===== config.mk =====
export PLATFORM = sky130hd
export DESIGN_NAME = int_pipe_core
export DESIGN_NICKNAME = d
export VERILOG_FILES = /design/src/rtl/rv_isa_pkg.sv /design/src/rtl/pipe_pkg.sv /design/src/rtl/register_file.sv /design/src/rtl/id_stage.sv /design/src/rtl/ex_stage.sv /design/src/rtl/wb_stage.sv /design/src/rtl/int_pipe_core.sv
export SDC_FILE = /design/constraint.sdc
export NUM_CORES = 2
export LEC_CHECK = 0
export ABC_CLOCK_PERIOD_IN_PS = 11000
export BUFFER_PORTS_ARGS = -buffer_cell sky130_fd_sc_hd__buf_2
export CAP_MARGIN = 20
export CORE_UTILIZATION = 65
export DETAILED_ROUTE_END_ITERATION = 12
export HOLD_SLACK_MARGIN = 0.08
export PLACE_DENSITY = 0.8
export RECOVER_POWER = 25
export SLEW_MARGIN = 20
export SYNTH_ARGS = -nofsm -noshare
export SYNTH_HDL_FRONTEND = slang
export SYNTH_HIERARCHICAL = 1
export SYNTH_SLANG_ARGS = --single-unit
export TNS_END_PERCENT = 30

===== constraint.sdc =====
create_clock -name clk_i -period 11 [get_ports clk_i]
set_input_delay 1.65 -clock clk_i [delete_from_list [all_inputs] [get_ports clk_i]]
set_output_delay 1.65 -clock clk_i [all_outputs]
set_load 0.05 [all_outputs]

===== src/rtl/rv_isa_pkg.sv =====
/*
 * RV32 integer ISA encoding definitions
 *  - instruction word, register index and register value types
 *  - opcode, funct3 and funct7 field types
 *  - major opcodes of the ALU instructions
 *  - funct3 and funct7 codes
 *  - bit positions of the instruction fields
 */
package rv_isa_pkg;

  // Plain-vector types of the ISA
  typedef logic [31:0] instr_t;
  typedef logic [4:0]  rf_addr_t;
  typedef logic [31:0] rf_data_t;
  typedef logic [6:0]  opcode_t;
  typedef logic [2:0]  funct3_t;
  typedef logic [6:0]  funct7_t;

  //////////////////////////////
  // Major opcodes
  //////////////////////////////
  localparam opcode_t OPCODE_OP     = 7'b0110011;
  localparam opcode_t OPCODE_OP_IMM = 7'b0010011;
  localparam opcode_t OPCODE_LUI    = 7'b0110111;

  // funct3 codes, shared by OP and OP-IMM
  localparam funct3_t FUNCT3_ADD_SUB = 3'b000;
  localparam funct3_t FUNCT3_SLL     = 3'b001;
  localparam funct3_t FUNCT3_SLT     = 3'b010;
  localparam funct3_t FUNCT3_SLTU    = 3'b011;
  localparam funct3_t FUNCT3_XOR     = 3'b100;
  localparam funct3_t FUNCT3_SRL_SRA = 3'b101;
  localparam funct3_t FUNCT3_OR      = 3'b110;
  localparam funct3_t FUNCT3_AND     = 3'b111;

  // funct7 codes
  // ALT selects SUB and SRA
  localparam funct7_t FUNCT7_BASE = 7'b0000000;
  localparam funct7_t FUNCT7_ALT  = 7'b0100000;

  //////////////////////////////
  // Field positions (lsb)
  //////////////////////////////
  localparam int RD_POS     = 7;
  localparam int FUNCT3_POS = 12;
  localparam int RS1_POS    = 15;
  localparam int RS2_POS    = 20;
  localparam int FUNCT7_POS = 25;

endpackage


===== src/rtl/pipe_pkg.sv =====
/*
 * Pipeline definitions
 *  - ALU operation enum
 *  - ID/EX and EX/WB stage structs
 *  - retired result payload of the output stream
 */
package pipe_pkg;

  // ALU operations
  // LUI travels as ADD of the U immediate to zero
  typedef enum logic [3:0] {
    ALU_ADD  = 4'd0,
    ALU_SUB  = 4'd1,
    ALU_SLL  = 4'd2,
    ALU_SLT  = 4'd3,
    ALU_SLTU = 4'd4,
    ALU_XOR  = 4'd5,
    ALU_SRL  = 4'd6,
    ALU_SRA  = 4'd7,
    ALU_OR   = 4'd8,
    ALU_AND  = 4'd9
  } alu_op_e;

  // Decode to execute
  typedef struct packed {
    logic                 valid;
    alu_op_e              alu_op;
    rv_isa_pkg::rf_data_t operand_a;
    rv_isa_pkg::rf_data_t operand_b;
    rv_isa_pkg::rf_addr_t rd;
    logic                 rf_we;
    logic                 illegal;
  } id_ex_pipe_t;

  // Execute to result stage, also the bypass format
  typedef struct packed {
    logic                 valid;
    rv_isa_pkg::rf_addr_t rd;
    logic                 rf_we;
    logic                 illegal;
    rv_isa_pkg::rf_data_t result;
  } ex_wb_pipe_t;

  // Output stream payload
  typedef struct packed {
    rv_isa_pkg::rf_addr_t rd;
    rv_isa_pkg::rf_data_t data;
    logic                 illegal;
  } result_t;

endpackage


===== src/rtl/register_file.sv =====
/*
 * Flip-flop register file
 *  - two combinational read ports
 *  - one write port
 *  - x0 hard-wired to zero
 */
`timescale 1ns/1ps

module register_file #(
  parameter int NUM_REGS = 32
) (
  input  logic                 clk_i,
  input  logic                 arst_n_i,
  input  rv_isa_pkg::rf_addr_t raddr_a_i,
  input  rv_isa_pkg::rf_addr_t raddr_b_i,
  input  logic                 we_i,
  input  rv_isa_pkg::rf_addr_t waddr_i,
  input  rv_isa_pkg::rf_data_t wdata_i,
  output rv_isa_pkg::rf_data_t rdata_a_o,
  output rv_isa_pkg::rf_data_t rdata_b_o
);
  import rv_isa_pkg::*;

  // x0 has no storage
  rf_data_t regs_q [1:NUM_REGS-1];

  // Implemented register other than x0
  function automatic logic in_range(input rf_addr_t addr);
    return (addr != '0) && (int'(addr) < NUM_REGS);
  endfunction

  // Reads of x0 or of a missing register give zero
  assign rdata_a_o = in_range(raddr_a_i) ? regs_q[raddr_a_i] : '0;
  assign rdata_b_o = in_range(raddr_b_i) ? regs_q[raddr_b_i] : '0;

  // Write port
  always_ff @(posedge clk_i or negedge arst_n_i) begin
    if (!arst_n_i) begin
      for (int i = 1; i < NUM_REGS; i++) begin
        regs_q[i] <= '0;
      end
    end else if (we_i && in_range(waddr_i)) begin
      regs_q[waddr_i] <= wdata_i;
    end
  end

endmodule


===== src/rtl/id_stage.sv =====
/*
 * Decode stage
 *  - opcode, funct3 and funct7 decode into the ALU operation
 *  - I and U immediates, illegal encoding and register range checks
 *  - operand bypass from the later stages
 *  - ID/EX pipeline register
 */
`timescale 1ns/1ps

module id_stage #(
  parameter int NUM_REGS = 32
) (
  input  logic                  clk_i,
  input  logic                  arst_n_i,
  input  logic                  instr_valid_i,
  input  rv_isa_pkg::instr_t    instr_i,
  input  logic                  ex_ready_i,
  input  pipe_pkg::ex_wb_pipe_t ex_fwd_i,
  input  pipe_pkg::ex_wb_pipe_t wb_fwd_i,
  input  rv_isa_pkg::rf_data_t  rf_rdata_a_i,
  input  rv_isa_pkg::rf_data_t  rf_rdata_b_i,
  output logic                  instr_ready_o,
  output pipe_pkg::id_ex_pipe_t id_ex_pipe_o,
  output rv_isa_pkg::rf_addr_t  rf_raddr_a_o,
  output rv_isa_pkg::rf_addr_t  rf_raddr_b_o
);
  import rv_isa_pkg::*;
  import pipe_pkg::*;

  opcode_t     opcode;
  funct3_t     funct3;
  funct7_t     funct7;
  rf_addr_t    rd;
  rf_addr_t    rs1;
  rf_addr_t    rs2;
  rf_data_t    imm_i;
  rf_data_t    imm_u;
  rf_data_t    rs1_val;
  rf_data_t    rs2_val;
  alu_op_e     alu_op;
  logic        use_rs1;
  logic        use_rs2;
  logic        is_lui;
  logic        dec_illegal;
  logic        illegal;
  id_ex_pipe_t id_ex_d;
  id_ex_pipe_t id_ex_q;
  // Copy of the item last handed to execute, i.e. the EX/WB entry
  ex_wb_pipe_t last_ex_q;

  // funct3 to operation, base (non-ALT) encodings
  function automatic alu_op_e base_op(input funct3_t f3);
    alu_op_e op;
    case (f3)
      FUNCT3_ADD_SUB: op = ALU_ADD;
      FUNCT3_SLL:     op = ALU_SLL;
      FUNCT3_SLT:     op = ALU_SLT;
      FUNCT3_SLTU:    op = ALU_SLTU;
      FUNCT3_XOR:     op = ALU_XOR;
      FUNCT3_SRL_SRA: op = ALU_SRL;
      FUNCT3_OR:      op = ALU_OR;
      FUNCT3_AND:     op = ALU_AND;
      default:        op = ALU_ADD;
    endcase
    return op;
  endfunction

  function automatic logic reg_oob(input rf_addr_t idx);
    return int'(idx) >= NUM_REGS;
  endfunction

  function automatic logic fwd_hit(input ex_wb_pipe_t src, input rf_addr_t idx);
    return src.valid && src.rf_we && (src.rd == idx);
  endfunction

  // Newest producer wins, register file last
  function automatic rf_data_t fwd_sel(input rf_addr_t idx, input rf_data_t rf_val,
                                       input ex_wb_pipe_t ex_src, input ex_wb_pipe_t last_src,
                                       input ex_wb_pipe_t wb_src);
    rf_data_t val;
    if (idx == '0) begin
      val = '0;
    end else if (fwd_hit(ex_src, idx)) begin
      val = ex_src.result;
    end else if (fwd_hit(last_src, idx)) begin
      val = last_src.result;
    end else if (fwd_hit(wb_src, idx)) begin
      val = wb_src.result;
    end else begin
      val = rf_val;
    end
    return val;
  endfunction

  //////////////////////////////
  // Decoder
  //////////////////////////////
  assign opcode = instr_i[6:0];
  assign funct3 = instr_i[FUNCT3_POS +: 3];
  assign funct7 = instr_i[FUNCT7_POS +: 7];
  assign rd     = instr_i[RD_POS +: 5];
  assign rs1    = instr_i[RS1_POS +: 5];
  assign rs2    = instr_i[RS2_POS +: 5];
  assign imm_i  = {{20{instr_i[31]}}, instr_i[31:20]};
  assign imm_u  = {instr_i[31:12], 12'b0};

  always_comb begin
    alu_op      = ALU_ADD;
    use_rs1     = 1'b0;
    use_rs2     = 1'b0;
    is_lui      = 1'b0;
    dec_illegal = 1'b0;
    case (opcode)
      OPCODE_OP: begin
        use_rs1 = 1'b1;
        use_rs2 = 1'b1;
        if (funct7 == FUNCT7_BASE) begin
          alu_op = base_op(funct3);
        end else if (funct7 == FUNCT7_ALT && funct3 == FUNCT3_ADD_SUB) begin
          alu_op = ALU_SUB;
        end else if (funct7 == FUNCT7_ALT && funct3 == FUNCT3_SRL_SRA) begin
          alu_op = ALU_SRA;
        end else begin
          dec_illegal = 1'b1;
        end
      end
      OPCODE_OP_IMM: begin
        use_rs1 = 1'b1;
        alu_op  = base_op(funct3);
        // Shift immediates use funct7 as an opcode extension
        if (funct3 == FUNCT3_SLL && funct7 != FUNCT7_BASE) begin
          dec_illegal = 1'b1;
        end else if (funct3 == FUNCT3_SRL_SRA && funct7 == FUNCT7_ALT) begin
          alu_op = ALU_SRA;
        end else if (funct3 == FUNCT3_SRL_SRA && funct7 != FUNCT7_BASE) begin
          dec_illegal = 1'b1;
        end
      end
      OPCODE_LUI: begin
        is_lui = 1'b1;
      end
      default: begin
        dec_illegal = 1'b1;
      end
    endcase
  end

  // Index beyond the implemented registers
  assign illegal = dec_illegal || reg_oob(rd) || (use_rs1 && reg_oob(rs1)) ||
                   (use_rs2 && reg_oob(rs2));

  //////////////////////////////
  // Operands and bypass
  //////////////////////////////
  assign rf_raddr_a_o = rs1;
  assign rf_raddr_b_o = rs2;
  assign rs1_val = fwd_sel(rs1, rf_rdata_a_i, ex_fwd_i, last_ex_q, wb_fwd_i);
  assign rs2_val = fwd_sel(rs2, rf_rdata_b_i, ex_fwd_i, last_ex_q, wb_fwd_i);

  // Illegal items carry zero operands and so retire with zero data
  always_comb begin
    id_ex_d.valid     = instr_valid_i;
    id_ex_d.alu_op    = illegal ? ALU_ADD : alu_op;
    id_ex_d.operand_a = (illegal || is_lui) ? '0 : rs1_val;
    id_ex_d.operand_b = illegal ? '0 : use_rs2 ? rs2_val : is_lui ? imm_u : imm_i;
    id_ex_d.rd        = rd;
    id_ex_d.rf_we     = !illegal;
    id_ex_d.illegal   = illegal;
  end

  //////////////////////////////
  // ID/EX register
  //////////////////////////////
  assign instr_ready_o = ex_ready_i || !id_ex_q.valid;

  always_ff @(posedge clk_i or negedge arst_n_i) begin
    if (!arst_n_i) begin
      id_ex_q   <= '0;
      last_ex_q <= '0;
    end else begin
      if (instr_ready_o) begin
        id_ex_q <= id_ex_d;
      end
      // Track what execute registers on this edge
      if (id_ex_q.valid && ex_ready_i) begin
        last_ex_q <= ex_fwd_i;
      end
    end
  end

  assign id_ex_pipe_o = id_ex_q;

endmodule


===== src/rtl/ex_stage.sv =====
/*
 * Execute stage
 *  - ALU for add, sub, shifts, compares and logic ops
 *  - combinational bypass of the ALU result
 *  - EX/WB pipeline register
 */
`timescale 1ns/1ps

module ex_stage (
  input  logic                  clk_i,
  input  logic                  arst_n_i,
  input  pipe_pkg::id_ex_pipe_t id_ex_pipe_i,
  input  logic                  wb_ready_i,
  output logic                  ex_ready_o,
  output pipe_pkg::ex_wb_pipe_t ex_wb_pipe_o,
  output pipe_pkg::ex_wb_pipe_t ex_fwd_o
);
  import rv_isa_pkg::*;
  import pipe_pkg::*;

  rf_data_t    op_a;
  rf_data_t    op_b;
  logic [4:0]  shamt;
  rf_data_t    alu_result;
  ex_wb_pipe_t ex_item;
  ex_wb_pipe_t ex_wb_q;

  assign op_a  = id_ex_pipe_i.operand_a;
  assign op_b  = id_ex_pipe_i.operand_b;
  // Shift amount from the low bits only
  assign shamt = op_b[4:0];

  //////////////////////////////
  // ALU
  //////////////////////////////
  always_comb begin
    case (id_ex_pipe_i.alu_op)
      ALU_ADD:  alu_result = op_a + op_b;
      ALU_SUB:  alu_result = op_a - op_b;
      ALU_SLL:  alu_result = op_a << shamt;
      ALU_SLT:  alu_result = {31'b0, $signed(op_a) < $signed(op_b)};
      ALU_SLTU: alu_result = {31'b0, op_a < op_b};
      ALU_XOR:  alu_result = op_a ^ op_b;
      ALU_SRL:  alu_result = op_a >> shamt;
      // Arithmetic shift keeps the sign
      ALU_SRA:  alu_result = $signed(op_a) >>> shamt;
      ALU_OR:   alu_result = op_a | op_b;
      ALU_AND:  alu_result = op_a & op_b;
      default:  alu_result = '0;
    endcase
  end

  assign ex_item = '{
    valid:   id_ex_pipe_i.valid,
    rd:      id_ex_pipe_i.rd,
    rf_we:   id_ex_pipe_i.rf_we,
    illegal: id_ex_pipe_i.illegal,
    result:  alu_result
  };

  // Bypass only for a live item that writes
  always_comb begin
    ex_fwd_o       = ex_item;
    ex_fwd_o.valid = id_ex_pipe_i.valid && id_ex_pipe_i.rf_we;
  end

  //////////////////////////////
  // EX/WB register
  //////////////////////////////
  assign ex_ready_o = wb_ready_i || !ex_wb_q.valid;

  always_ff @(posedge clk_i or negedge arst_n_i) begin
    if (!arst_n_i) begin
      ex_wb_q <= '0;
    end else if (ex_ready_o) begin
      ex_wb_q <= ex_item;
    end
  end

  assign ex_wb_pipe_o = ex_wb_q;

endmodule


===== src/rtl/wb_stage.sv =====
/*
 * Result stage
 *  - holding register for the retiring item
 *  - output valid/ready stream
 *  - register write on the leaving handshake
 */
`timescale 1ns/1ps

module wb_stage (
  input  logic                  clk_i,
  input  logic                  arst_n_i,
  input  pipe_pkg::ex_wb_pipe_t ex_wb_pipe_i,
  input  logic                  result_ready_i,
  output logic                  wb_ready_o,
  output logic                  result_valid_o,
  output pipe_pkg::result_t     result_o,
  output pipe_pkg::ex_wb_pipe_t wb_fwd_o,
  output logic                  rf_we_o,
  output rv_isa_pkg::rf_addr_t  rf_waddr_o,
  output rv_isa_pkg::rf_data_t  rf_wdata_o
);
  import pipe_pkg::*;

  ex_wb_pipe_t wb_q;
  logic        leave;

  // Item leaves on the output handshake
  assign leave      = wb_q.valid && result_ready_i;
  assign wb_ready_o = result_ready_i || !wb_q.valid;

  // Holds steady while the sink stalls
  always_ff @(posedge clk_i or negedge arst_n_i) begin
    if (!arst_n_i) begin
      wb_q <= '0;
    end else if (wb_ready_o) begin
      wb_q <= ex_wb_pipe_i;
    end
  end

  assign result_valid_o = wb_q.valid;
  assign result_o       = '{rd: wb_q.rd, data: wb_q.result, illegal: wb_q.illegal};

  // Not yet in the register file, so offer it to decode
  assign wb_fwd_o = wb_q;

  // Commit; illegal items and x0 never write
  assign rf_we_o    = leave && wb_q.rf_we && !wb_q.illegal && (wb_q.rd != '0);
  assign rf_waddr_o = wb_q.rd;
  assign rf_wdata_o = wb_q.result;

endmodule


===== src/rtl/int_pipe_core.sv =====
/*
 * Three-stage RV32 integer pipeline top level
 *  - decode, execute and result stages
 *  - register file
 */
`timescale 1ns/1ps

module int_pipe_core #(
  parameter int NUM_REGS = 32
) (
  input  logic               clk_i,
  input  logic               arst_n_i,
  input  logic               instr_valid_i,
  input  rv_isa_pkg::instr_t instr_i,
  input  logic               result_ready_i,
  output logic               instr_ready_o,
  output logic               result_valid_o,
  output pipe_pkg::result_t  result_o
);
  import rv_isa_pkg::*;
  import pipe_pkg::*;

  // Stage to stage
  id_ex_pipe_t id_ex_pipe;
  ex_wb_pipe_t ex_wb_pipe;
  logic        ex_ready;
  logic        wb_ready;

  // Bypass paths
  ex_wb_pipe_t ex_fwd;
  ex_wb_pipe_t wb_fwd;

  // Register file ports
  rf_addr_t    rf_raddr_a;
  rf_addr_t    rf_raddr_b;
  rf_data_t    rf_rdata_a;
  rf_data_t    rf_rdata_b;
  logic        rf_we;
  rf_addr_t    rf_waddr;
  rf_data_t    rf_wdata;

  //////////////////////////////
  // Decode
  //////////////////////////////
  id_stage #(
    .NUM_REGS      ( NUM_REGS       )
  ) id_stage_i (
    .clk_i         ( clk_i          ),
    .arst_n_i      ( arst_n_i       ),
    .instr_valid_i ( instr_valid_i  ),
    .instr_i       ( instr_i        ),
    .ex_ready_i    ( ex_ready       ),
    .ex_fwd_i      ( ex_fwd         ),
    .wb_fwd_i      ( wb_fwd         ),
    .rf_rdata_a_i  ( rf_rdata_a     ),
    .rf_rdata_b_i  ( rf_rdata_b     ),
    .instr_ready_o ( instr_ready_o  ),
    .id_ex_pipe_o  ( id_ex_pipe     ),
    .rf_raddr_a_o  ( rf_raddr_a     ),
    .rf_raddr_b_o  ( rf_raddr_b     )
  );

  // Execute
  ex_stage ex_stage_i (
    .clk_i         ( clk_i          ),
    .arst_n_i      ( arst_n_i       ),
    .id_ex_pipe_i  ( id_ex_pipe     ),
    .wb_ready_i    ( wb_ready       ),
    .ex_ready_o    ( ex_ready       ),
    .ex_wb_pipe_o  ( ex_wb_pipe     ),
    .ex_fwd_o      ( ex_fwd         )
  );

  // Result stage and output stream
  wb_stage wb_stage_i (
    .clk_i          ( clk_i          ),
    .arst_n_i       ( arst_n_i       ),
    .ex_wb_pipe_i   ( ex_wb_pipe     ),
    .result_ready_i ( result_ready_i ),
    .wb_ready_o     ( wb_ready       ),
    .result_valid_o ( result_valid_o ),
    .result_o       ( result_o       ),
    .wb_fwd_o       ( wb_fwd         ),
    .rf_we_o        ( rf_we          ),
    .rf_waddr_o     ( rf_waddr       ),
    .rf_wdata_o     ( rf_wdata       )
  );

  //////////////////////////////
  // Register file
  //////////////////////////////
  register_file #(
    .NUM_REGS  ( NUM_REGS   )
  ) register_file_i (
    .clk_i     ( clk_i      ),
    .arst_n_i  ( arst_n_i   ),
    .raddr_a_i ( rf_raddr_a ),
    .raddr_b_i ( rf_raddr_b ),
    .we_i      ( rf_we      ),
    .waddr_i   ( rf_waddr   ),
    .wdata_i   ( rf_wdata   ),
    .rdata_a_o ( rf_rdata_a ),
    .rdata_b_o ( rf_rdata_b )
  );

endmodule


==> results.cfg <==
[outcome]
status = complete, but fails checks
violations = max-capacitance violations, max-slew violations

[clock_tree]
clockBufferDepth = 3
cts_resized = 0
clkTransAtPathRegs_ps = 60
cts_buffers = 119
postCtsSetupRepairBufs = 0
root_buffer = clkbuf_16
cts_tree = yes
postCtsHoldBufs = 0
clock_latency_ps = 760
htreeDepth = 3
cts.sinks = 1187

[pwr]
power_frac_comb = 0.096
switchingPower_mw = 2.554
p_int_mw = 7.187
cellPowerDensity_nw_per_um2 = 125.5
power.leakage_nw = 36.15
peakVddDrop_uv = 198.4
switching_share = 0.2622
power_frac_clock = 0.445
p_seq_frac = 0.459

[timing]
worst_hold_slack_ps = 495.0
min_period_ps = 6638
setup_viol = 0
min_period_over_period = 0.6034
clock_skew_ps = 79.88
relSlewSlack = -1.370
tightest_slew_ps = 3556
rsz0062_at_grt = false
final_max_slew_viol_count = 102
setup_tns_ps = 0
max_freq_mhz = 150.7
hold_viol_final = 0

[run]
timing.max_cap.violations = 2

[die]
ios = 76
rows = 122
die-height_um = 338.2
die_w_um = 338.2
initial_core_util = 0.6593
die_area_um2 = 114400
coreArea_um2 = 111400

[worst_setup_path]
worstPathArrival_ps = 4990
cp-start-kind = input pin
critPathBufInv = 3
crit_path_end_kind = primary output
crit_family = simple AND/OR/NAND/NOR gates
critical_path_class = in2out
path_cells = clkbuf_1, nand2b_1, nand2b_2, nor2b_4, clkinv_1, buf_2
cp_slowest_stage_delay_ps = 1310
cp.required_ps = 9350
crit_fanout = 41
crit_slowest_cell = nand2b_1

[grt]
grt_max_degree = 168
grt_pass1_vias = 56634
grt_pass1_wl_mm = 364.8
grt-ovfl-total = 0
grt_use_total = 0.4217
antenna_found_initial = 8

[final_layout]
final_nets = 6092
final_cells = 7550
fin_util = 0.6965
drive_above_1_share = 0.3252
area_growth_pct = 5.630

[routing]
num_vias = 57057
drt-wirelength-per-cell_um = 32.63
wirelength_mm = 246.4
drc = 0
drt_iter0_drc = 7630
viasPerCell = 7.557
ant_nets = 0
drt_first_pass_iters = 8

[yosys]
yosysWarnings = 6
syn-instance-count = 6303
synth_fp_nets = 6442
syn_avg_cell_area_um2 = 11.66
synth_area_um2 = 73470

[hold_path]
worstHoldPathType = reg2reg

[place]
detailed_place_hpwl_mm = 149.8
dp.cells = 7317
numPortBuffers = 75
gp_congestion = 1.013
==> cell type report <==
class / instances / area (um^2)
antenna: 8 / 20.02
clock buffer: 171 / 3466
clock inverter: 51 / 729.5
fill: 7804 / 33820
inverter: 104 / 390.4
multi-input combinational: 4322 / 39810
sequential: 1187 / 29720
tap: 1488 / 1862
timing repair buffer: 219 / 1614
==> path summary, 6_finish.rpt <==
check / cells after the start / endpoint / startpoint / slack, ps
worst max-delay path: 6 / instr_ready_o / result_ready_i / 4360
worst min-delay path: 1 / wb_stage_i/rf_wdata_o[19] / ex_stage_i/ex_wb_pipe_o[19] / 490
worst max register to register: 13 / id_stage_i/id_ex_pipe_o[36] / id_stage_i/id_ex_pipe_o[10] / 5410
worst min register to register: 1 / wb_stage_i/rf_wdata_o[19] / ex_stage_i/ex_wb_pipe_o[19] / 490
max in group asynchronous: 3 / register_file_i/regs_q[657] / arst_n_i / 5640
min in group asynchronous: 1 / register_file_i/regs_q[150] / arst_n_i / 2100
==> cell usage in the layout, fill, tap and decap left out, types with 17 or more instances in the layout <==
master	instances
a211oi_1	85
a21o_1	41
a21oi_1	180
a221o_1	39
a221oi_1	67
a22oi_1	143
a31oi_1	17
buf_2	67
buf_4	135
clkbuf_1	27
clkbuf_16	121
clkbuf_8	25
clkinv_2	20
dfrtp_1	1180
ha_1	101
inv_1	100
mux2_1	50
mux2_2	1229
mux2i_1	640
mux4_2	184
nand2_1	194
nand2_2	18
nand3_1	34
nand4_1	21
nor2_1	137
nor2b_1	47
nor3_1	162
nor4_1	18
nor4_2	25
o211ai_1	24
o21ai_0	145
o21ai_1	31
o22ai_1	306
or3_1	38
xor2_1	18
==> power groups by stage <==
stage	Clock, mW	Combinational [mW]	Sequential, mW
floorplan	0	0.577	4.54
global route	4.52	0.963	4.47
detailed placement	0	0.909	4.55
finish	4.33	0.935	4.47
CTS	4.35	0.914	4.47
global placement	0	0.899	4.54
==> per-stage QoR <==
stage	setup WS, ps	power, mW	instance area [um^2]
2_1_floorplan	6060	5.116	73470
5_1_grt	4371	9.960	77590
3_3_place_gp	5113	5.444	73440
3_5_place_dp	5045	5.456	73480
4_1_cts	5492	9.729	77670
6_report	4362	9.741	77610
==> sequential cells by signal, indices dropped and copies added, names as in the netlist <==
| register | count |
|---|---|
| register_file_i/regs_q | 992 |
| wb_stage_i/rf_wdata_o | 32 |
| wb_stage_i/wb_fwd_o | 1 |
| wb_stage_i/rf_waddr_o | 5 |
| ex_stage_i/ex_wb_pipe_o | 40 |
| wb_stage_i/result_o | 1 |
| id_stage_i/id_ex_pipe_o | 76 |
| wb_stage_i/result_valid_o | 1 |
| id_stage_i/last_ex_q | 39 |
==> routing by layer <==
layer | global-route usage | vias to the layer above | wire, um
met3 | 0.1340 | 1120 | 33100
li1 | - | 23091 | -
met2 | 0.6157 | 4129 | 105700
met5 | 0 | - | 71
met4 | 0.2591 | 6 | 18270
met1 | 0.5476 | 28711 | 89260
No activity file was read; power rests on OpenSTA's default activity.
